<file path="src/uart_consts.svh">
/*
 * UART bridge constants
 * Clock, line rate, character size and transmit buffer depth
 */
`ifndef UART_CONSTS_SVH
`define UART_CONSTS_SVH

// System clock in Hz
`define UART_CLK_FREQ 10_000_000

// Line rate, gives 10 clocks per bit
`define UART_BAUD_RATE 1_000_000

`define UART_DATA_WIDTH 8 // Bits per character

`define UART_FIFO_DEPTH 4 // Transmit FIFO entries

`endif
</file>
<file path="src/uart_pkg.sv">
/*
 * UART frame state types
 * State encodings for the 8N1 transmitter and receiver
 */
package uart_pkg;

    // Transmitter frame walk
    typedef enum logic [2:0] {
        TX_IDLE  = 3'b000,
        TX_START = 3'b001,
        TX_DATA  = 3'b010,
        TX_STOP  = 3'b011,
        TX_WAIT  = 3'b100  // One spacer cycle before the next byte
    } uart_tx_state_t;

    // Receiver frame walk
    typedef enum logic [2:0] {
        RX_IDLE  = 3'b000,
        RX_START = 3'b001, // Half bit to the start mid-point
        RX_DATA  = 3'b010,
        RX_STOP  = 3'b011
    } uart_rx_state_t;

endpackage

</file>
<file path="src/axis_pkg.sv">
/*
 * Stream beat types
 * Payloads carried on the transmit and receive byte streams
 */
`include "uart_consts.svh"

package axis_pkg;

    // Transmit stream payload
    typedef struct packed {
        logic [`UART_DATA_WIDTH-1:0] tdata;
    } axis_byte_t;

    // Receive stream payload with line status
    typedef struct packed {
        logic [`UART_DATA_WIDTH-1:0] tdata;
        logic                        frame_err; // Stop bit sampled low
        logic                        overrun;   // Later frame lost
    } axis_rx_beat_t;

endpackage

</file>
<file path="src/uart_axis_top.sv">
/*
 * UART stream bridge
 * Transmit FIFO and serializer, plus the receive deserializer
 */
`timescale 1ns/1ps
`include "uart_consts.svh"

module uart_axis_top (
    input  logic                    clk_i,
    input  logic                    arstn_i,
    input  logic                    s_tx_valid_i,
    input  axis_pkg::axis_byte_t    s_tx_data_i,
    output logic                    s_tx_ready_o,
    output logic                    m_rx_valid_o,
    output axis_pkg::axis_rx_beat_t m_rx_beat_o,
    input  logic                    m_rx_ready_i,
    input  logic                    uart_rx_i,
    output logic                    uart_tx_o
);
    import axis_pkg::*;

    logic       fifo_valid;
    axis_byte_t fifo_data;
    logic       fifo_ready;

    axis_fifo #(
        .DEPTH(`UART_FIFO_DEPTH)
    ) u_tx_fifo (
        .clk_i    (clk_i),
        .arstn_i  (arstn_i),
        .s_valid_i(s_tx_valid_i),
        .s_data_i (s_tx_data_i),
        .s_ready_o(s_tx_ready_o),
        .m_valid_o(fifo_valid),
        .m_data_o (fifo_data),
        .m_ready_i(fifo_ready)
    );

    axis_uart_tx #(
        .CLK_FREQ (`UART_CLK_FREQ),
        .BAUD_RATE(`UART_BAUD_RATE)
    ) u_uart_tx (
        .clk_i    (clk_i),
        .arstn_i  (arstn_i),
        .s_valid_i(fifo_valid),
        .s_data_i (fifo_data),
        .s_ready_o(fifo_ready),
        .uart_tx_o(uart_tx_o)
    );

    axis_uart_rx #(
        .CLK_FREQ (`UART_CLK_FREQ),
        .BAUD_RATE(`UART_BAUD_RATE)
    ) u_uart_rx (
        .clk_i    (clk_i),
        .arstn_i  (arstn_i),
        .uart_rx_i(uart_rx_i),
        .m_valid_o(m_rx_valid_o),
        .m_beat_o (m_rx_beat_o),
        .m_ready_i(m_rx_ready_i)
    );

endmodule

</file>
<file path="src/axis_uart_rx.sv">
/*
 * UART receiver
 * Recovers 8N1 frames into stream beats with frame and overrun flags
 */
`timescale 1ns/1ps
`include "uart_consts.svh"

module axis_uart_rx #(
    parameter int CLK_FREQ  = `UART_CLK_FREQ,
    parameter int BAUD_RATE = `UART_BAUD_RATE
) (
    input  logic                    clk_i,
    input  logic                    arstn_i,
    input  logic                    uart_rx_i,
    output logic                    m_valid_o,
    output axis_pkg::axis_rx_beat_t m_beat_o,
    input  logic                    m_ready_i
);
    import axis_pkg::*;
    import uart_pkg::*;

    localparam int DIVIDER = CLK_FREQ / BAUD_RATE;
    localparam int CNT_W   = (DIVIDER > 1) ? $clog2(DIVIDER) : 1;
    localparam int BIT_W   = $clog2(`UART_DATA_WIDTH);
    localparam logic [CNT_W-1:0] FULL_LOAD = CNT_W'(DIVIDER - 1);
    localparam logic [CNT_W-1:0] HALF_LOAD = CNT_W'(DIVIDER / 2 - 1);
    localparam logic [BIT_W-1:0] BIT_LAST  = BIT_W'(`UART_DATA_WIDTH - 1);

    uart_rx_state_t              state_q;
    logic [1:0]                  sync_q;
    logic                        rx_prev_q;
    logic                        rx_s;
    logic                        start_edge;
    logic [CNT_W-1:0]            baud_cnt;
    logic                        baud_tick;
    logic [BIT_W-1:0]            bit_cnt;
    logic [`UART_DATA_WIDTH-1:0] shift_q;
    logic                        frame_done;
    axis_rx_beat_t               beat_q;

    assign rx_s       = sync_q[1];
    assign start_edge = rx_prev_q & ~rx_s;
    assign baud_tick  = (state_q != RX_IDLE) && (baud_cnt == '0); // Mid-bit sample point
    assign frame_done = (state_q == RX_STOP) && baud_tick;
    assign m_beat_o   = beat_q;

    // Two-flop synchronizer plus edge history
    always_ff @(posedge clk_i or negedge arstn_i) begin
        if (!arstn_i) begin
            sync_q    <= 2'b11;
            rx_prev_q <= 1'b1;
        end else begin
            sync_q    <= {sync_q[0], uart_rx_i};
            rx_prev_q <= rx_s;
        end
    end

    always_ff @(posedge clk_i or negedge arstn_i) begin
        if (!arstn_i) begin
            state_q <= RX_IDLE;
        end else begin
            case (state_q)
                RX_IDLE: begin
                    if (start_edge) begin
                        state_q <= RX_START;
                    end
                end
                RX_START: begin
                    if (baud_tick) begin
                        state_q <= rx_s ? RX_IDLE : RX_DATA; // High here is a glitch
                    end
                end
                RX_DATA: begin
                    if (baud_tick && (bit_cnt == BIT_LAST)) begin
                        state_q <= RX_STOP;
                    end
                end
                RX_STOP: begin
                    if (baud_tick) begin
                        state_q <= RX_IDLE;
                    end
                end
                default: state_q <= RX_IDLE;
            endcase
        end
    end

    // Half bit after the edge, then whole bits
    always_ff @(posedge clk_i or negedge arstn_i) begin
        if (!arstn_i) begin
            baud_cnt <= '0;
        end else if (state_q == RX_IDLE) begin
            baud_cnt <= HALF_LOAD;
        end else if (baud_tick) begin
            baud_cnt <= FULL_LOAD;
        end else begin
            baud_cnt <= baud_cnt - 1'b1;
        end
    end

    always_ff @(posedge clk_i or negedge arstn_i) begin
        if (!arstn_i) begin
            bit_cnt <= '0;
        end else if (state_q == RX_IDLE) begin
            bit_cnt <= '0;
        end else if ((state_q == RX_DATA) && baud_tick) begin
            bit_cnt <= bit_cnt + 1'b1;
        end
    end

    always_ff @(posedge clk_i) begin
        if ((state_q == RX_DATA) && baud_tick) begin
            shift_q <= {rx_s, shift_q[`UART_DATA_WIDTH-1:1]}; // LSB arrives first
        end
    end

    always_ff @(posedge clk_i or negedge arstn_i) begin
        if (!arstn_i) begin
            m_valid_o <= 1'b0;
        end else if (frame_done) begin
            m_valid_o <= 1'b1;
        end else if (m_ready_i) begin
            m_valid_o <= 1'b0;
        end
    end

    always_ff @(posedge clk_i) begin
        if (frame_done) begin
            if (!m_valid_o || m_ready_i) begin
                beat_q.tdata     <= shift_q;
                beat_q.frame_err <= ~rx_s;
                beat_q.overrun   <= 1'b0;
            end else begin
                beat_q.overrun   <= 1'b1; // Unread beat kept, new byte lost
            end
        end
    end

endmodule

</file>
<file path="src/axis_uart_tx.sv">
/*
 * UART transmitter
 * Serializes accepted stream bytes into 8N1 frames, LSB first
 */
`timescale 1ns/1ps
`include "uart_consts.svh"

module axis_uart_tx #(
    parameter int CLK_FREQ  = `UART_CLK_FREQ,
    parameter int BAUD_RATE = `UART_BAUD_RATE
) (
    input  logic                 clk_i,
    input  logic                 arstn_i,
    input  logic                 s_valid_i,
    input  axis_pkg::axis_byte_t s_data_i,
    output logic                 s_ready_o,
    output logic                 uart_tx_o
);
    import axis_pkg::*;
    import uart_pkg::*;

    localparam int DIVIDER = CLK_FREQ / BAUD_RATE;
    localparam int CNT_W   = (DIVIDER > 1) ? $clog2(DIVIDER) : 1;
    localparam int BIT_W   = $clog2(`UART_DATA_WIDTH);
    localparam logic [CNT_W-1:0] BAUD_LAST = CNT_W'(DIVIDER - 1);
    localparam logic [BIT_W-1:0] BIT_LAST  = BIT_W'(`UART_DATA_WIDTH - 1);

    uart_tx_state_t   state_q;
    logic [CNT_W-1:0] baud_cnt;
    logic [BIT_W-1:0] bit_cnt;
    axis_byte_t       tx_data_q;
    logic             tx_fire;
    logic             baud_done;
    logic             bit_done;
    logic             in_frame;

    assign s_ready_o = (state_q == TX_IDLE);
    assign tx_fire   = s_valid_i & s_ready_o;
    assign in_frame  = (state_q == TX_START) || (state_q == TX_DATA) || (state_q == TX_STOP);
    assign baud_done = (baud_cnt == BAUD_LAST);
    assign bit_done  = (bit_cnt == BIT_LAST) && baud_done; // Last data bit fully sent

    always_ff @(posedge clk_i or negedge arstn_i) begin
        if (!arstn_i) begin
            state_q   <= TX_IDLE;
            uart_tx_o <= 1'b1; // Line idles high
        end else begin
            case (state_q)
                TX_IDLE: begin
                    uart_tx_o <= 1'b1;
                    if (tx_fire) begin
                        state_q <= TX_START;
                    end
                end
                TX_START: begin
                    uart_tx_o <= 1'b0;
                    if (baud_done) begin
                        state_q <= TX_DATA;
                    end
                end
                TX_DATA: begin
                    uart_tx_o <= tx_data_q.tdata[bit_cnt];
                    if (bit_done) begin
                        state_q <= TX_STOP;
                    end
                end
                TX_STOP: begin
                    uart_tx_o <= 1'b1;
                    if (baud_done) begin
                        state_q <= TX_WAIT;
                    end
                end
                TX_WAIT: begin
                    uart_tx_o <= 1'b1;
                    state_q   <= TX_IDLE;
                end
                default: begin
                    uart_tx_o <= 1'b1;
                    state_q   <= TX_IDLE;
                end
            endcase
        end
    end

    // Bit period timer
    always_ff @(posedge clk_i or negedge arstn_i) begin
        if (!arstn_i) begin
            baud_cnt <= '0;
        end else if (baud_done || !in_frame) begin
            baud_cnt <= '0;
        end else begin
            baud_cnt <= baud_cnt + 1'b1;
        end
    end

    always_ff @(posedge clk_i or negedge arstn_i) begin
        if (!arstn_i) begin
            bit_cnt <= '0;
        end else if (bit_done) begin
            bit_cnt <= '0;
        end else if ((state_q == TX_DATA) && baud_done) begin
            bit_cnt <= bit_cnt + 1'b1;
        end
    end

    always_ff @(posedge clk_i) begin
        if (tx_fire) begin
            tx_data_q <= s_data_i;
        end
    end

endmodule

</file>
<file path="src/axis_fifo.sv">
/*
 * Stream FIFO
 * Circular buffer with valid/ready on both sides
 */
`timescale 1ns/1ps
`include "uart_consts.svh"

module axis_fifo #(
    parameter int DEPTH = `UART_FIFO_DEPTH
) (
    input  logic                clk_i,
    input  logic                arstn_i,
    input  logic                s_valid_i,
    input  axis_pkg::axis_byte_t s_data_i,
    output logic                s_ready_o,
    output logic                m_valid_o,
    output axis_pkg::axis_byte_t m_data_o,
    input  logic                m_ready_i
);
    import axis_pkg::*;

    localparam int PTR_W = (DEPTH > 1) ? $clog2(DEPTH) : 1;
    localparam int CNT_W = $clog2(DEPTH + 1);
    localparam logic [PTR_W-1:0] PTR_LAST = PTR_W'(DEPTH - 1);
    localparam logic [CNT_W-1:0] CNT_FULL = CNT_W'(DEPTH);

    axis_byte_t       mem_q [DEPTH];
    logic [PTR_W-1:0] wr_ptr_q;
    logic [PTR_W-1:0] rd_ptr_q;
    logic [CNT_W-1:0] count_q;
    logic             push;
    logic             pop;

    assign s_ready_o = (count_q != CNT_FULL);
    assign m_valid_o = (count_q != '0);
    assign m_data_o  = mem_q[rd_ptr_q]; // Oldest entry
    assign push      = s_valid_i & s_ready_o;
    assign pop       = m_valid_o & m_ready_i;

    always_ff @(posedge clk_i) begin
        if (push) begin
            mem_q[wr_ptr_q] <= s_data_i;
        end
    end

    always_ff @(posedge clk_i or negedge arstn_i) begin
        if (!arstn_i) begin
            wr_ptr_q <= '0;
            rd_ptr_q <= '0;
            count_q  <= '0;
        end else begin
            if (push) begin
                wr_ptr_q <= (wr_ptr_q == PTR_LAST) ? '0 : wr_ptr_q + 1'b1;
            end
            if (pop) begin
                rd_ptr_q <= (rd_ptr_q == PTR_LAST) ? '0 : rd_ptr_q + 1'b1;
            end
            case ({push, pop})
                2'b10:   count_q <= count_q + 1'b1;
                2'b01:   count_q <= count_q - 1'b1;
                default: count_q <= count_q; // Both or neither
            endcase
        end
    end

endmodule

</file>
<file path="config.mk">
export PLATFORM = sky130hd
export DESIGN_NAME = uart_axis_top
export DESIGN_NICKNAME = d
export VERILOG_FILES = /design/src/uart_pkg.sv /design/src/axis_pkg.sv /design/src/uart_axis_top.sv /design/src/axis_uart_rx.sv /design/src/axis_uart_tx.sv /design/src/axis_fifo.sv
export VERILOG_INCLUDE_DIRS = /design/src
export SDC_FILE = /design/constraint.sdc
export NUM_CORES = 1
export LEC_CHECK = 0
export CELL_PAD_IN_SITES_DETAIL_PLACEMENT = 1
export CELL_PAD_IN_SITES_GLOBAL_PLACEMENT = 2
export CORE_UTILIZATION = 49
export CTS_BUF_LIST = sky130_fd_sc_hd__clkbuf_2
export DETAILED_ROUTE_END_ITERATION = 7
export DONT_BUFFER_PORTS = 1
export PLACE_DENSITY_LB_ADDON = 0.1
export SYNTH_ARGS = -nofsm -noshare
export SYNTH_HDL_FRONTEND = slang
export SYNTH_SLANG_ARGS = --single-unit
</file>
<file path="constraint.sdc">
create_clock -name clk_i -period 2.8 [get_ports clk_i]
set_input_delay 0.14 -clock clk_i [delete_from_list [all_inputs] [get_ports clk_i]]
set_output_delay 0.14 -clock clk_i [all_outputs]
set_load 0.02 [all_outputs]
</file>
== Yosys cells after proc, flatten, opt, wreduce, memory -nomap -nowiden ==
Memories as Yosys holds them, arrays and structs flattened. A register that Yosys moved wholly into a read port is not among the register bits.
Index checks and enable logic that the tools add are counted.
Operators by class
  reduce and logical (&&, ||, !) cells: 24
  multiplexer cells: 29
  $lt $le $gt $ge: 1
  add/sub/neg operators: 8
  bitwise gates (word level): 4
  eq/ne operators: 22
Operator list (number)
  3-bit two-way mux: 12
  3-bit case mux with 4 select lines: 2
  2-bit by 1-bit inequality test with 1-bit output, second input constant: 7
  3-bit by 2-bit == test with 1-bit output, second input constant: 4
  4-bit two-way mux: 3
  3-bit by 1-bit adder with 3-bit output, second input constant: 3
  4-bit AND reduction: 2
  2-bit nonzero test: 4
  2-bit == test, second input constant: 3
  3-bit by 1-bit == test with 1-bit output, second input constant: 2
  3-bit == test, second input constant: 2
  1-bit logical AND: 6
  3-bit logical NOT: 2
  1-bit two-way mux: 6
  2-bit two-way mux: 3
  3-bit case mux with 2 select lines: 1
  3-bit nonzero test: 2
  2-bit by 1-bit adder with 2-bit output, second input constant: 2
  4-bit by 1-bit adder with 4-bit output, second input constant: 1
  4-bit == test, second input constant: 1
  4-bit logical NOT: 1
  1-bit logical OR: 4
  3-bit by 4-bit < comparator with 1-bit output, second input constant: 1
  4-bit by 1-bit subtractor with 4-bit output, second input constant: 1
  10 further kinds: 13
Storage, ports and cells
  word-level logic and storage cells: 106
  bits of input ports: 13
  flip-flop bits (word level): 50
  memories: 1
  memory bits (writable): 32
Memories
  u_tx_fifo.mem_q: words 4, width 8, rd ports 1, clocked after Yosys merged registers in 1, wr ports 1, line axis_fifo.sv:27  | axis_byte_t mem_q [DEPTH];

== Depth between registers and ports, before layout ==
Gate-level depths: netlist (run 1).
  depth in word-level cells: 6
  gate-level depth with buffers: 9
  mapped depth without buffers: 9

== Hierarchy ==
A second synthesis (run 1) with hierarchy kept.
Second synthesis, totals
  cells, all modules: 228
  area, all modules: 3626.0 um2
By module, submodules not included
  axis_fifo: times used 1, sequential area each 1136.1 um2, cells each 82, area each 1607.8 um2
  axis_uart_rx: times used 1, sequential area each 869.6 um2, cells each 79, area each 1171.1 um2
  axis_uart_tx: times used 1, sequential area each 516.7 um2, cells each 67, area each 847.1 um2

== Least setup slack after synthesis (run 1) ==
No wires, ideal clock.
  kind: reg-to-reg
  from: reg u_tx_fifo.count_q[0]
  to: reg u_tx_fifo.count_q[2]
  cell stages (with the launch flop): 10
  arrival: 2098 ps
  library setup time: 79 ps
  required time: 2721 ps
  setup slack: 623 ps
  buffers on the path: 0
  period minus slack after synthesis: 2177 ps
  cell sequence: dfrtp_1 > or3b_4 > and2_4 > inv_1 > ha_1 > inv_1 > fa_1 > xor2_1 > nor2_1 > xor2_1
On the way
  word-level cells in the longest chain between the ends: 4
  elaborated cells between the ends (all ways): 10
  classes of those cells: add/sub (2); eq/ne (3); mux (1); bitwise (2); reduce/logical (2)
Ends and longest elaborated chain
  start, declared: line axis_fifo.sv:30  | logic [CNT_W-1:0] count_q;
  start signal, assigned: line axis_fifo.sv:59  | 2'b10: count_q <= count_q + 1'b1;
  start signal, assigned: line axis_fifo.sv:60  | 2'b01: count_q <= count_q - 1'b1;
  start signal, assigned: line axis_fifo.sv:61  | default: count_q <= count_q;
  3-bit inequality test (*): line axis_fifo.sv:34  | assign s_ready_o = (count_q != CNT_FULL);
  net s_tx_ready_o: line uart_axis_top.sv:13  | output logic s_tx_ready_o,
  1-bit AND (*): line axis_fifo.sv:37  | assign push = s_valid_i & s_ready_o;
  2-bit by 1-bit == test with 1-bit output or 2-bit == test (tied branches): line axis_fifo.sv:58  | case ({push, pop})
  3-bit case mux with 2 select lines or 2-bit nonzero test (tied branches)
The timed path passes the listed nets; every way through them passes the cells marked *.
A chain may end at the register's enable or synchronous reset.

== Worst setup path after layout (run 1) ==
Ends and elaborated chain as after synthesis.

==> results of run 1 <==
==> cells in the mapped netlist, types with 2 or more instances <==
cell type	instances	share of area, %
edfxtp_1	58	49
dfrtp_1	27	19
nor2_1	16	1.7
inv_1	14	1.5
ha_1	13	4.5
mux4_2	9	5.7
a22o_1	5	1.2
and3_1	5	0.87
mux2_2	5	1.6
dfstp_2	4	2.9
mux2_4	4	1.7
o21ai_0	4	0.56
and2_1	3	0.52
mux2i_1	3	0.84
nor3_1	3	0.42
xnor2_1	3	0.73
xor2_1	3	0.73
a21oi_1	2	0.28
a221oi_1	2	0.49
buf_2	2	0.28
nand3_1	2	0.28
nor3b_1	2	0.42
or3_1	2	0.35
or3b_4	2	0.63
==> worst paths after layout <==
check                                     start                    end  slack [ps]
hold / removal                     s_tx_valid_i  u_tx_fifo.mem_q[0][3]          90
setup / recovery           u_tx_fifo.count_q[0]   u_tx_fifo.count_q[2]         420
max in group asynchronous               arstn_i  u_tx_fifo.wr_ptr_q[1]        1060
hold reg to reg             u_uart_rx.sync_q[0]    u_uart_rx.sync_q[1]         380
min in group asynchronous               arstn_i    u_uart_rx.m_valid_o         590
setup reg to reg           u_tx_fifo.count_q[0]   u_tx_fifo.count_q[2]         420
==> logic make-up after synthesis <==
logic type | share of synthesized area [%]
xor gates and xnor gates | 1.469
buffers and inverters | 1.959
and+or+nand+nor | 7.485
muxes | 9.759
DFF | 70.51
adders and majority gates | 5.107
AOI/OAI and AO/OA | 3.708
==> flip-flops by register name, indices dropped and copies added (netlist names) <==
name and cells:
u_uart_rx.state_q 2, u_uart_tx.tx_data_q 8, u_uart_tx.uart_tx_o 1, u_uart_rx.m_beat_o 10, u_uart_rx.rx_prev_q 1, u_uart_rx.m_valid_o 1, u_uart_rx.shift_q 8, u_uart_rx.baud_cnt 4
u_uart_tx.baud_cnt 4, u_uart_tx.state_q 3, u_tx_fifo.mem_q 32, u_uart_rx.sync_q 2, u_uart_tx.bit_cnt 3, u_tx_fifo.wr_ptr_q 2, u_tx_fifo.rd_ptr_q 2, u_uart_rx.bit_cnt 3
u_tx_fifo.count_q 3
==> power breakdown <==
| group | switching (mW) | internal (mW) |
|---|---|---|
| registers | 0.167 | 1.62 |
| clock network | 0.427 | 0.214 |
| logic | 0.284 | 0.253 |
| total | 0.878 | 2.09 |
==> per-stage QoR <==
| step | hold WS (ps) | util (%) |
|---|---|---|
| 2_1_floorplan | -155.6 | - |
| 3_3_place_gp | -154.8 | 53.28 |
| 3_5_place_dp | -154.9 | 53.28 |
| 4_1_cts | 66.12 | 57.30 |
| 5_1_grt | 50.86 | 57.30 |
| 6_report | 92.32 | 57.30 |
==> layer usage <==
layer	part of all wire, %	vias to the layer above
met4	1.5	0
met3	2.9	12
met5	0	-
met1	44	921
li1	-	830
met2	51	30
==> area by class of cell <==
type,count,share of cell area (%)
clock buffer,10,1.265
tap,96,3.035
clock inverter,6,1.707
timing repair buffer,15,4.047
inverter,14,1.328
sequential,89,63.74
multi-input combinational,103,24.88
==> worst max-delay path, stage by stage, from the launching register on <==
cell,delay (ps)
dfrtp_1,470
or3b_4,480
and2_4,210
inv_1,50
ha_1,180
inv_1,70
fa_1,440
xor2_1,150
nor2_1,130
xor2_1,150
==> reports/results.env, run 1 <==
WORST-SLEW-PIN-TRANSITION_PS=718.7
SYN-INSTANCE-COUNT=210
CLOCK_SINKS=89
GRT_UTIL_MET1_PCT=22.89
FLOORPLAN.ROWS=30
MULTI_INPUT_COMB_AREA_UM2=984.7
IR_DROP_mV=0.4750
INITIAL_CORE_UTIL_PCT=51.79
REGAREA_UM2=2522
SETUP_REPAIR_AFTER_GLOBAL_ROUTING_MISSED_ITS_MARGIN='false'
LAYOUT.CELLS.MOST_COMMON_LIST='edfxtp_1 (58), dfrtp_1 (27), nor2_1 (16)'
SYNTH.NET_COUNT=237
DIE_WIDTH_UM=87.44
MAX_CAP_VIOL_COUNT=0
ROUTED_VIA_DENSITY=5.384
WORST_HOLD_PATH.NUM_CELLS=1
DIE_Y_UM=87.44
WORST_EP_REQUIRED_TIME_PS=3250
CTSHTREEMAXLEVEL=3
OUTCOME='finished clean'
YOSYS_WARNINGS=0
GRT.BUSIEST_LAYER='met2'
FIN_NETS=259
REPORT.FINAL.SLEW_VIOL_COUNT=0
PRE_REPAIR_DR_ITERATION_COUNT=4
SYNTHTOLAYOUTAREAGROWTH_PCT=10.63
PLACE.DETAILED.HPWL_UM=4259
FIN_TNS_SETUP_PS=0
GRT_UTIL_MET2_PCT=30.47
NFILLCELLS=660
COUNT_OF_PINS_ON_THE_BLOCK_BOUNDARY=26
DRT_FIRST_ITER_VIOLATIONS=108
PRECTSSETUPSLACK_PS=445.4
NUMPLACEDINSTANCES=302
SETUP.WORST_PATH.CLASS='reg2reg'
FINALCLOCKSKEW_PS=21.94
PLACED_CELL_AREA_UM2=3680
SYNTHARSTFLOPSHARE_PCT=34.83
TIMING_HOLD_VIOLATIONS_FINAL=0
YOSYS_REGISTER_BITS=89
GRT_ANTENNA_BEFORE_REPAIR=0
TOTAL_SETUP_VIOLATIONS_REPORTED_AT_THE_END_OF_THE_FLOW=0
CTS.CLK_SLEW.WORST_PATHS_PS=240
CLOCK_INSERTION_DELAY_WORST_SKEW_PS=510
GRT_FIRST_PASS_WIRELENGTH_UM=10030
TIMING.REG2REG.WORST_PATH_DEPTH=9
DRCVIOLATIONCOUNT=0
POST_LAYOUT_NONFILLER_INSTANCES=333
YS.FLOP_TYPE='edfxtp_1'
SYNTH_EDF_COUNT=58
MOSTFREQUENTLAYOUTCELL='edfxtp_1'
SYNTH.CELL_AREA_UM2=3577
REMAINING_MAX_SLEW_BUDGET_AT_THE_TIGHTEST_PIN_PCT=51.91
PWR_DENSITY_CELL_nW_PER_UM2=749.3
CLOCK_TREE_ROOT='clkbuf_2'
CRIT_PATH_END_KIND='register'
GR-TOTAL-OVERFLOW=0
CRIT_PATH_DAT_PS=2830
POST_CTS_HOLD_BUFFER_COUNT=15
GRT_MAX_DEGREE=23
DRT-TOTAL-WL_UM=6040
FINAL_CELL_AREA_UM2=3958
FINAL_ANTENNA_NET_COUNT=0
POSTLAYOUTSETUPSLACKWORST_PS=415.7
FP.COREAREA_UM2=6907
TRITONCTS='done'
GP_WEIGHTED_CONGESTION=0.7290
POWER.LEAKAGE_nW=1.527
DIODES=0
MIN_PERIOD_PS=2384
COUNT_OF_UNIQUE_LIBRARY_CELLS_INSTANTIATED_BY_YOSYS=41
FIRST_GLOBAL_VIAS=1978
GLOBAL_ROUTE.USAGE.MET3_PCT=5.308
START_KIND='register'
FIN_CRIT_SH_PCT=85.15
CTS_REPAIR_RESIZES=0
WL_PER_CELL_UM=18.14
POST_CTS_BUFFERS=0
SYNTH-SEQ-AREA-SHARE_PCT=70.51
SYN_AVG_CELL_AREA_UM2=17.03
MIN-DELAY-PATH-CLASS='in2reg'
NUMBER_OF_BUFFERS_ADDED_ON_PORTS=0
GRT.TOTAL_USAGE_PCT=18.31
POST_ROUTE_CELLS_DRIVE_ABOVE_1_SHARE_PCT=18.57
LARGEST_FANOUT_ON_THE_CRITICAL_PATH=6
NUMCTSBUFFERS=9
DIE-AREA_UM2=7646
POST-LAYOUT-TOTAL-POWER_mW=2.965
ACHIEVABLE_FREQUENCY_GHz=0.4194
VIAS=1793
CTS_MAX_PATH_BUFS=2
No activity file was read; power rests on OpenSTA's default activity.
==> run 2, diff against run 1 <==
--- a/config.mk
+++ b/config.mk
@@ -6,9 +6,10 @@
 export SDC_FILE = /design/constraint.sdc
 export NUM_CORES = 1
 export LEC_CHECK = 0
+export ABC_AREA = 1
 export CELL_PAD_IN_SITES_DETAIL_PLACEMENT = 1
 export CELL_PAD_IN_SITES_GLOBAL_PLACEMENT = 2
-export CORE_UTILIZATION = 49
+export CORE_UTILIZATION = 45
 export CTS_BUF_LIST = sky130_fd_sc_hd__clkbuf_2
 export DETAILED_ROUTE_END_ITERATION = 7
 export DONT_BUFFER_PORTS = 1
==> constraint.sdc (replaced) <==
create_clock -name clk_i -period 2.8 [get_ports clk_i]
set_input_delay 0.14 -clock clk_i [delete_from_list [all_inputs] [get_ports clk_i]]
set_output_delay 0.14 -clock clk_i [all_outputs]
set_load 0.01 [all_outputs]
==> reports/results.env, run 2 <==
SEQPWRFRAC_PCT=51.6
PRE_REPAIR_DR_ITERATION_COUNT=4
COMMONEST_CELLS_POST_SYNTH='edfxtp_1 (58), nor2_1 (37), nand2_1 (35)'
FLOORPLAN.ROWS=32
TOTAL_SETUP_VIOLATIONS_REPORTED_AT_THE_END_OF_THE_FLOW=0
REPORT.FINAL.SLEW_VIOL_COUNT=0
POWER.CLOCK.FRACTION_PCT=21.2
SYNTH_EDF_COUNT=58
HOLD_PATH_STARTPOINT='uart_rx_i'
NETSWITCHINGFRACTION_PCT=34.96
IR_DROP_mV=0.4677
YS_TOP_CELLS_BY_AREA='edfxtp_1 (48%), dfrtp_1 (19%), ha_1 (4.5%)'
FP.COREAREA_UM2=7727
SYNTH.CELL_AREA_UM2=3603
SYNTHTOLAYOUTAREAGROWTH_PCT=12.81
SYN_AVG_CELL_AREA_UM2=12.26
YS.FLOP_TYPE='edfxtp_1'
TIMING.REG2REG.WORST_PATH_DEPTH=11
CRIT_PATH_END_KIND='register'
WL_PER_CELL_UM=15.14
GP_WEIGHTED_CONGESTION=0.7056
GRT.TOTAL_USAGE_PCT=17.40
SYNTH.NET_COUNT=321
P_INT_mW=2.555
YOSYS.CELL_COUNT.TOP_TYPE='edfxtp_1'
CRIT_PATH_DAT_PS=2830
SYNTH_TOP_AREA_CELL='edfxtp_1'
LAYOUT.CELLS.MOST_COMMON_LIST='edfxtp_1 (58), nor2_1 (37), nand2_1 (35)'
POWER_SWITCHING_mW=1.373
CTSHTREEMAXLEVEL=3
ROUTED_VIA_DENSITY=4.979
FIRST_GLOBAL_VIAS=2258
REG_WITH_MOST_FFS='u_tx_fifo.mem_q'
CLOCK_SINKS=89
REG2REG_FROM='u_uart_tx.state_q[0]'
DRT_FIRST_ITER_VIOLATIONS=79
DIE_WIDTH_UM=91.49
FINAL_ANTENNA_NET_COUNT=0
MOSTFREQUENTLAYOUTCELL='edfxtp_1'
VIAS=2126
MIN_PERIOD_PS=2394
START_KIND='register'
FINALCLOCKSKEW_PS=26.33
DRT-TOTAL-WL_UM=6466
GRT_MAX_DEGREE=28
MIN-DELAY-PATH-CLASS='in2reg'
DIODES=0
REMAINING_MAX_SLEW_BUDGET_AT_THE_TIGHTEST_PIN_PCT=52.20
FIN_CRIT_SH_PCT=85.50
PWR_DENSITY_CELL_nW_PER_UM2=966.3
POST_ROUTE_CELLS_DRIVE_ABOVE_1_SHARE_PCT=11.08
INITIAL_CORE_UTIL_PCT=46.63
SYNTH_TOP_CELL_AREA_SHARE_PCT=48.33
CTS.CLK_SLEW.WORST_PATHS_PS=240
MULTI_INPUT_COMB_AREA_UM2=918.4
LAUNCHING_INSTANCE_OR_PORT_OF_THE_CRITICAL_PATH='u_uart_tx.state_q[0]'
WORST_HOLD_PATH.NUM_CELLS=1
MAX_CAP_VIOL_COUNT=0
FIN_NETS=347
REGAREA_UM2=2522
LARGEST_FANOUT_ON_THE_CRITICAL_PATH=10
NUMBER_OF_BUFFERS_ADDED_ON_PORTS=0
NUMCTSBUFFERS=9
TRITONCTS='done'
LAYOUT.CORE_UTILIZATION_PCT=52.61
DRCVIOLATIONCOUNT=0
DIE_Y_UM=91.49
WORST_EP_REQUIRED_TIME_PS=3240
WORST-SLEW-PIN-TRANSITION_PS=714.4
GR-TOTAL-OVERFLOW=0
SETUP_REPAIR_AFTER_GLOBAL_ROUTING_MISSED_ITS_MARGIN='false'
SYNTHARSTFLOPSHARE_PCT=34.83
POWER.LEAKAGE_nW=1.693
OUTCOME='finished clean'
YOSYS_REGISTER_BITS=89
SETUP.WORST_PATH.CLASS='reg2reg'
GRT_FIRST_PASS_WIRELENGTH_UM=10940
COUNT_OF_PINS_ON_THE_BLOCK_BOUNDARY=26
PLACE.DETAILED.HPWL_UM=4400
NFILLCELLS=809
LARGEST_REGISTER_FF_COUNT=32
COUNT_OF_UNIQUE_LIBRARY_CELLS_INSTANTIATED_BY_YOSYS=32
CLOCK_INSERTION_DELAY_WORST_SKEW_PS=520
FIN_TNS_SETUP_PS=0
YOSYS_WARNINGS=0
CTS_MAX_PATH_BUFS=2
SYNTH-SEQ-AREA-SHARE_PCT=70.00
TIMING_HOLD_VIOLATIONS_FINAL=0
ACHIEVABLE_FREQUENCY_GHz=0.4177
DIE-AREA_UM2=8370
GRT_ANTENNA_BEFORE_REPAIR=0
COMBINATIONAL_CELL_FRACTION_OF_TOTAL_POWER_PCT=27.2
CTS_REPAIR_RESIZES=0
CLOCK_TREE_ROOT='clkbuf_2'
SYN-INSTANCE-COUNT=294
[run 2: layout make-up]
class | count | area share (%)
tap | 102 | 3.139
timing repair buffer | 19 | 4.678
clock inverter | 6 | 2.832
inverter | 37 | 3.478
clock buffer | 10 | 1.231
sequential | 89 | 62.05
multi-input combinational | 164 | 22.59
[run 2: kinds of logic (layout without fill, tap and decap cells)]
kind of cell               Yosys count  in the layout  synth area share [%]
AOI/OAI and AO/OA                   46             46                 6.945
xor gates and xnor gates             5              5                 1.215
adders and majority gates           14             14                 5.070
buffers and inverters               41             72                 4.514
DFF                                 89             89                 70.00
and+or+nand+nor                     99             99                 12.26
[run 2: metal layers]
| layer | part of all wire [%] | vias to the layer above | wire [µm] | GRT usage (%) |
|---|---|---|---|---|
| met1 | 47 | 1037 | 3015 | 22.38 |
| met4 | 1.9 | 0 | 122 | 7.937 |
| met2 | 49 | 25 | 3189 | 28.38 |
| li1 | - | 1054 | - | - |
| met5 | 0 | - | 0 | 0 |
| met3 | 2.1 | 10 | 138 | 3.518 |
[run 2: repair_timing]
action | CTS | global route
buffers inserted | 0 | 0
hold buffers | 15 | 0
hold endpoints to repair | 68 | 0
[run 2: power by group through the flow]
stage	Clock, mW	Sequential, mW	Combinational (mW)
finish	0.834	2.03	1.07
global route	0.901	2.07	1.24
CTS	0.861	2.03	1.10
detailed placement	0	2.06	1.06
global placement	0	2.04	1.02
floorplan	0	1.95	0.843
[run 2: stage by stage]
step / area, µm² / total power, mW / worst slack [ps] / cells / hold slack (ps)
2_1_floorplan: 3603 / 2.793 / 701.0 / 294 / -155.6
3_3_place_gp: 3740 / 3.063 / 522.0 / 396 / -155.0
3_5_place_dp: 3740 / 3.120 / 433.3 / 396 / -155.0
4_1_cts: 4065 / 3.991 / 387.5 / 427 / 62.26
5_1_grt: 4065 / 4.217 / 152.0 / 427 / 81.85
6_report: 4065 / 3.928 / 406.0 / 427 / 117.5
[run 2: worst paths after layout]
path	endpoint	slack, ps
setup reg to reg	u_tx_fifo.count_q[2]	410
min in group asynchronous	u_uart_tx.bit_cnt[1]	580
max in group asynchronous	u_uart_rx.m_valid_o	1300
hold reg to reg	u_uart_rx.sync_q[1]	390
hold / removal	u_uart_rx.sync_q[0]	120
setup / recovery	u_tx_fifo.count_q[2]	410
[run 2: worst max-delay path, cell delays in order, from the launching register on]
cell and delay, ps:
dfrtp_1 440, inv_1 90, nand2_1 80, nor2_1 120
o31ai_1 140, inv_1 310, ha_1 200, inv_1 70
fa_1 440, a21oi_1 160, o21ai_0 120, xnor2_1 140
==> run 3, diff against run 2 <==
--- a/config.mk
+++ b/config.mk
@@ -9,6 +9,7 @@
 export ABC_AREA = 1
 export CELL_PAD_IN_SITES_DETAIL_PLACEMENT = 1
 export CELL_PAD_IN_SITES_GLOBAL_PLACEMENT = 2
+export CORE_MARGIN = 4
 export CORE_UTILIZATION = 45
 export CTS_BUF_LIST = sky130_fd_sc_hd__clkbuf_2
 export DETAILED_ROUTE_END_ITERATION = 7
==> reports/results.env, run 3 (same netlist as run 2, synthesis figures left out) <==
LAUNCHING_INSTANCE_OR_PORT_OF_THE_CRITICAL_PATH='u_uart_tx.state_q[0]'
IR_DROP_mV=0.4998
REGAREA_UM2=2522
CTSHTREEMAXLEVEL=3
PWR_DENSITY_CELL_nW_PER_UM2=935.0
POST_CTS_BUFFERS=0
CRIT_PATH_END_KIND='register'
CTS_MAX_PATH_BUFS=2
MIN-DELAY-PATH-CLASS='in2async'
DIE_Y_UM=97.49
TIMING.REG2REG.WORST_PATH_DEPTH=11
DIODES=0
PRE_REPAIR_DR_ITERATION_COUNT=4
COUNT_OF_PINS_ON_THE_BLOCK_BOUNDARY=26
DRT_FIRST_ITER_VIOLATIONS=100
PATH_DEPTH=11
GP_WEIGHTED_CONGESTION=0.7222
CLOCK_SINKS=89
FIRST_GLOBAL_VIAS=2268
TIMING.CRITICAL_PATH.SLOWEST_CELL_DELAY_PS=450
WORST-SLEW-PIN-TRANSITION_PS=748.6
CRITPATHBUFINV=3
MOSTFREQUENTLAYOUTCELL='edfxtp_1'
GR-TOTAL-OVERFLOW=0
SETUP.WORST_PATH.CLASS='reg2reg'
CAPTURING_ELEMENT_OF_THE_WORST_SETUP_PATH='u_tx_fifo.count_q[2]'
POST_CTS_HOLD_BUFFER_COUNT=14
DRT-TOTAL-WL_UM=6604
REPORT.FINAL.SLEW_VIOL_COUNT=0
REG_WITH_MOST_FFS='u_tx_fifo.mem_q'
GRT_FIRST_PASS_WIRELENGTH_UM=11320
TRITONCTS='done'
DRCVIOLATIONCOUNT=0
LAYOUT.CELLS.MOST_COMMON_LIST='edfxtp_1 (58), nor2_1 (37), nand2_1 (35)'
FLOORPLAN.ROWS=32
CTS.CLK_SLEW.WORST_PATHS_PS=250
REG2REG_SETUP_SLACK_PS=400
GRT_UTIL_MET2_PCT=23.93
POST_ROUTE_CELLS_DRIVE_ABOVE_1_SHARE_PCT=11.69
VIAS=2146
GRT_ANTENNA_BEFORE_REPAIR=0
LARGEST_REGISTER_FF_COUNT=32
NUMBER_OF_BUFFERS_ADDED_ON_PORTS=0
FINAL_ANTENNA_NET_COUNT=0
TIMING.CRITICAL_PATH.CELLS='inv_1 -> nand2_1 -> nor2_1 -> o31ai_1 -> inv_1 -> ha_1 -> inv_1 -> fa_1 -> a21oi_1 -> o21ai_0 -> xnor2_1'
POWER.LEAKAGE_nW=1.680
GLOBAL_ROUTE.USAGE.MET3_PCT=3.805
FINAL_CELL_AREA_UM2=4030
LARGEST_FANOUT_ON_THE_CRITICAL_PATH=10
MULTI_INPUT_COMB_AREA_UM2=918.4
GRT_UTIL_MET1_PCT=20.29
FIN_CRIT_SH_PCT=85.75
OUTCOME='finished clean'
ACHIEVABLE_FREQUENCY_GHz=0.4165
R2R-END='u_tx_fifo.count_q[2]'
FIN_TNS_SETUP_PS=0
REG2REG_FROM='u_uart_tx.state_q[0]'
WORST_EP_REQUIRED_TIME_PS=3240
ROUTED_VIA_DENSITY=5.026
INITIAL_CORE_UTIL_PCT=46.39
HOLD_SLACK_PS=119.8
CRIT_PATH_DAT_PS=2840
GRT.TOTAL_USAGE_PCT=15.23
START_KIND='register'
MIN_PERIOD_PS=2401
WL_PER_CELL_UM=15.47
CP_TOP_FAMILY='adder cells'
FIN_NETS=347
POST-LAYOUT-TOTAL-POWER_mW=3.768
MAX_CAP_VIOL_COUNT=0
NFILLCELLS=840
SYNTHTOLAYOUTAREAGROWTH_PCT=11.84
CRIT_SLOWEST_CELL='dfrtp_1'
REMAINING_MAX_SLEW_BUDGET_AT_THE_TIGHTEST_PIN_PCT=49.91
FP.COREAREA_UM2=7767
NUMCTSBUFFERS=9
DIE_WIDTH_UM=97.49
SETUP_REPAIR_AFTER_GLOBAL_ROUTING_MISSED_ITS_MARGIN='false'
GRT.BUSIEST_LAYER='met2'
TOTAL_SETUP_VIOLATIONS_REPORTED_AT_THE_END_OF_THE_FLOW=0
CLOCK_TREE_ROOT='clkbuf_2'
CRITPATHMOSTFREQUENTCELL='inv_1'
POSTLAYOUTSETUPSLACKWORST_PS=399.0
PLACE.DETAILED.HPWL_UM=4552
PLACED_CELL_AREA_UM2=3747
GRT_MAX_DEGREE=28
FINALCLOCKSKEW_PS=21.85
DIE-AREA_UM2=9503
PRECTSSETUPSLACK_PS=398.6
CLOCK_INSERTION_DELAY_WORST_SKEW_PS=530
CTS_REPAIR_RESIZES=0
TIMING_HOLD_VIOLATIONS_FINAL=0
run 3: where the power goes:
group / total, mW / leakage [nW] / switching [mW] / internal (mW)
Clock: 0.666 / 0.0735 / 0.444 / 0.222
Sequential: 1.99 / 0.909 / 0.215 / 1.78
Combinational: 1.11 / 0.698 / 0.714 / 0.397
Total: 3.77 / 1.68 / 1.37 / 2.39
run 3: through the flow:
step,cells,util (%)
floorplan,294,-
global placement,397,48.24
detailed placement,397,48.24
CTS,427,51.88
global route,427,51.88
finish,427,51.88
run 3: area by class of cell:
class,count,area share [%]
clock buffer,10,1.242
clock inverter,6,1.801
tap,102,3.167
timing repair buffer,19,4.905
inverter,37,3.508
sequential,89,62.59
multi-input combinational,164,22.79
run 3: worst min path at each step:
stage | depth (start not counted) | startpoint | slack, ps | end
global route | 3 | arstn_i | 20 | u_uart_tx.baud_cnt[2]
CTS | 3 | arstn_i | 70 | u_uart_tx.baud_cnt[2]
detailed placement | 0 | arstn_i | -150 | u_uart_tx.bit_cnt[1]
global placement | 0 | arstn_i | -150 | u_uart_tx.bit_cnt[2]
finish | 3 | arstn_i | 120 | u_uart_tx.baud_cnt[2]
floorplan | 0 | arstn_i | -160 | u_tx_fifo.count_q[0]
run 3: layer usage:
layer	up-vias	routed length (µm)	share of wire, %
li1	1053	-	-
met3	7	171	2.6
met4	0	93	1.4
met1	1064	3187	48
met2	22	3152	48
met5	-	0	0
run 3: worst register-to-register path, cell delays in order (launching register included):
cell     delay [ps]
dfrtp_1         450
inv_1           100
nand2_1          80
nor2_1          130
o31ai_1         140
inv_1           300
ha_1            210
inv_1            70
fa_1            440
a21oi_1         140
o21ai_0         110
xnor2_1         130
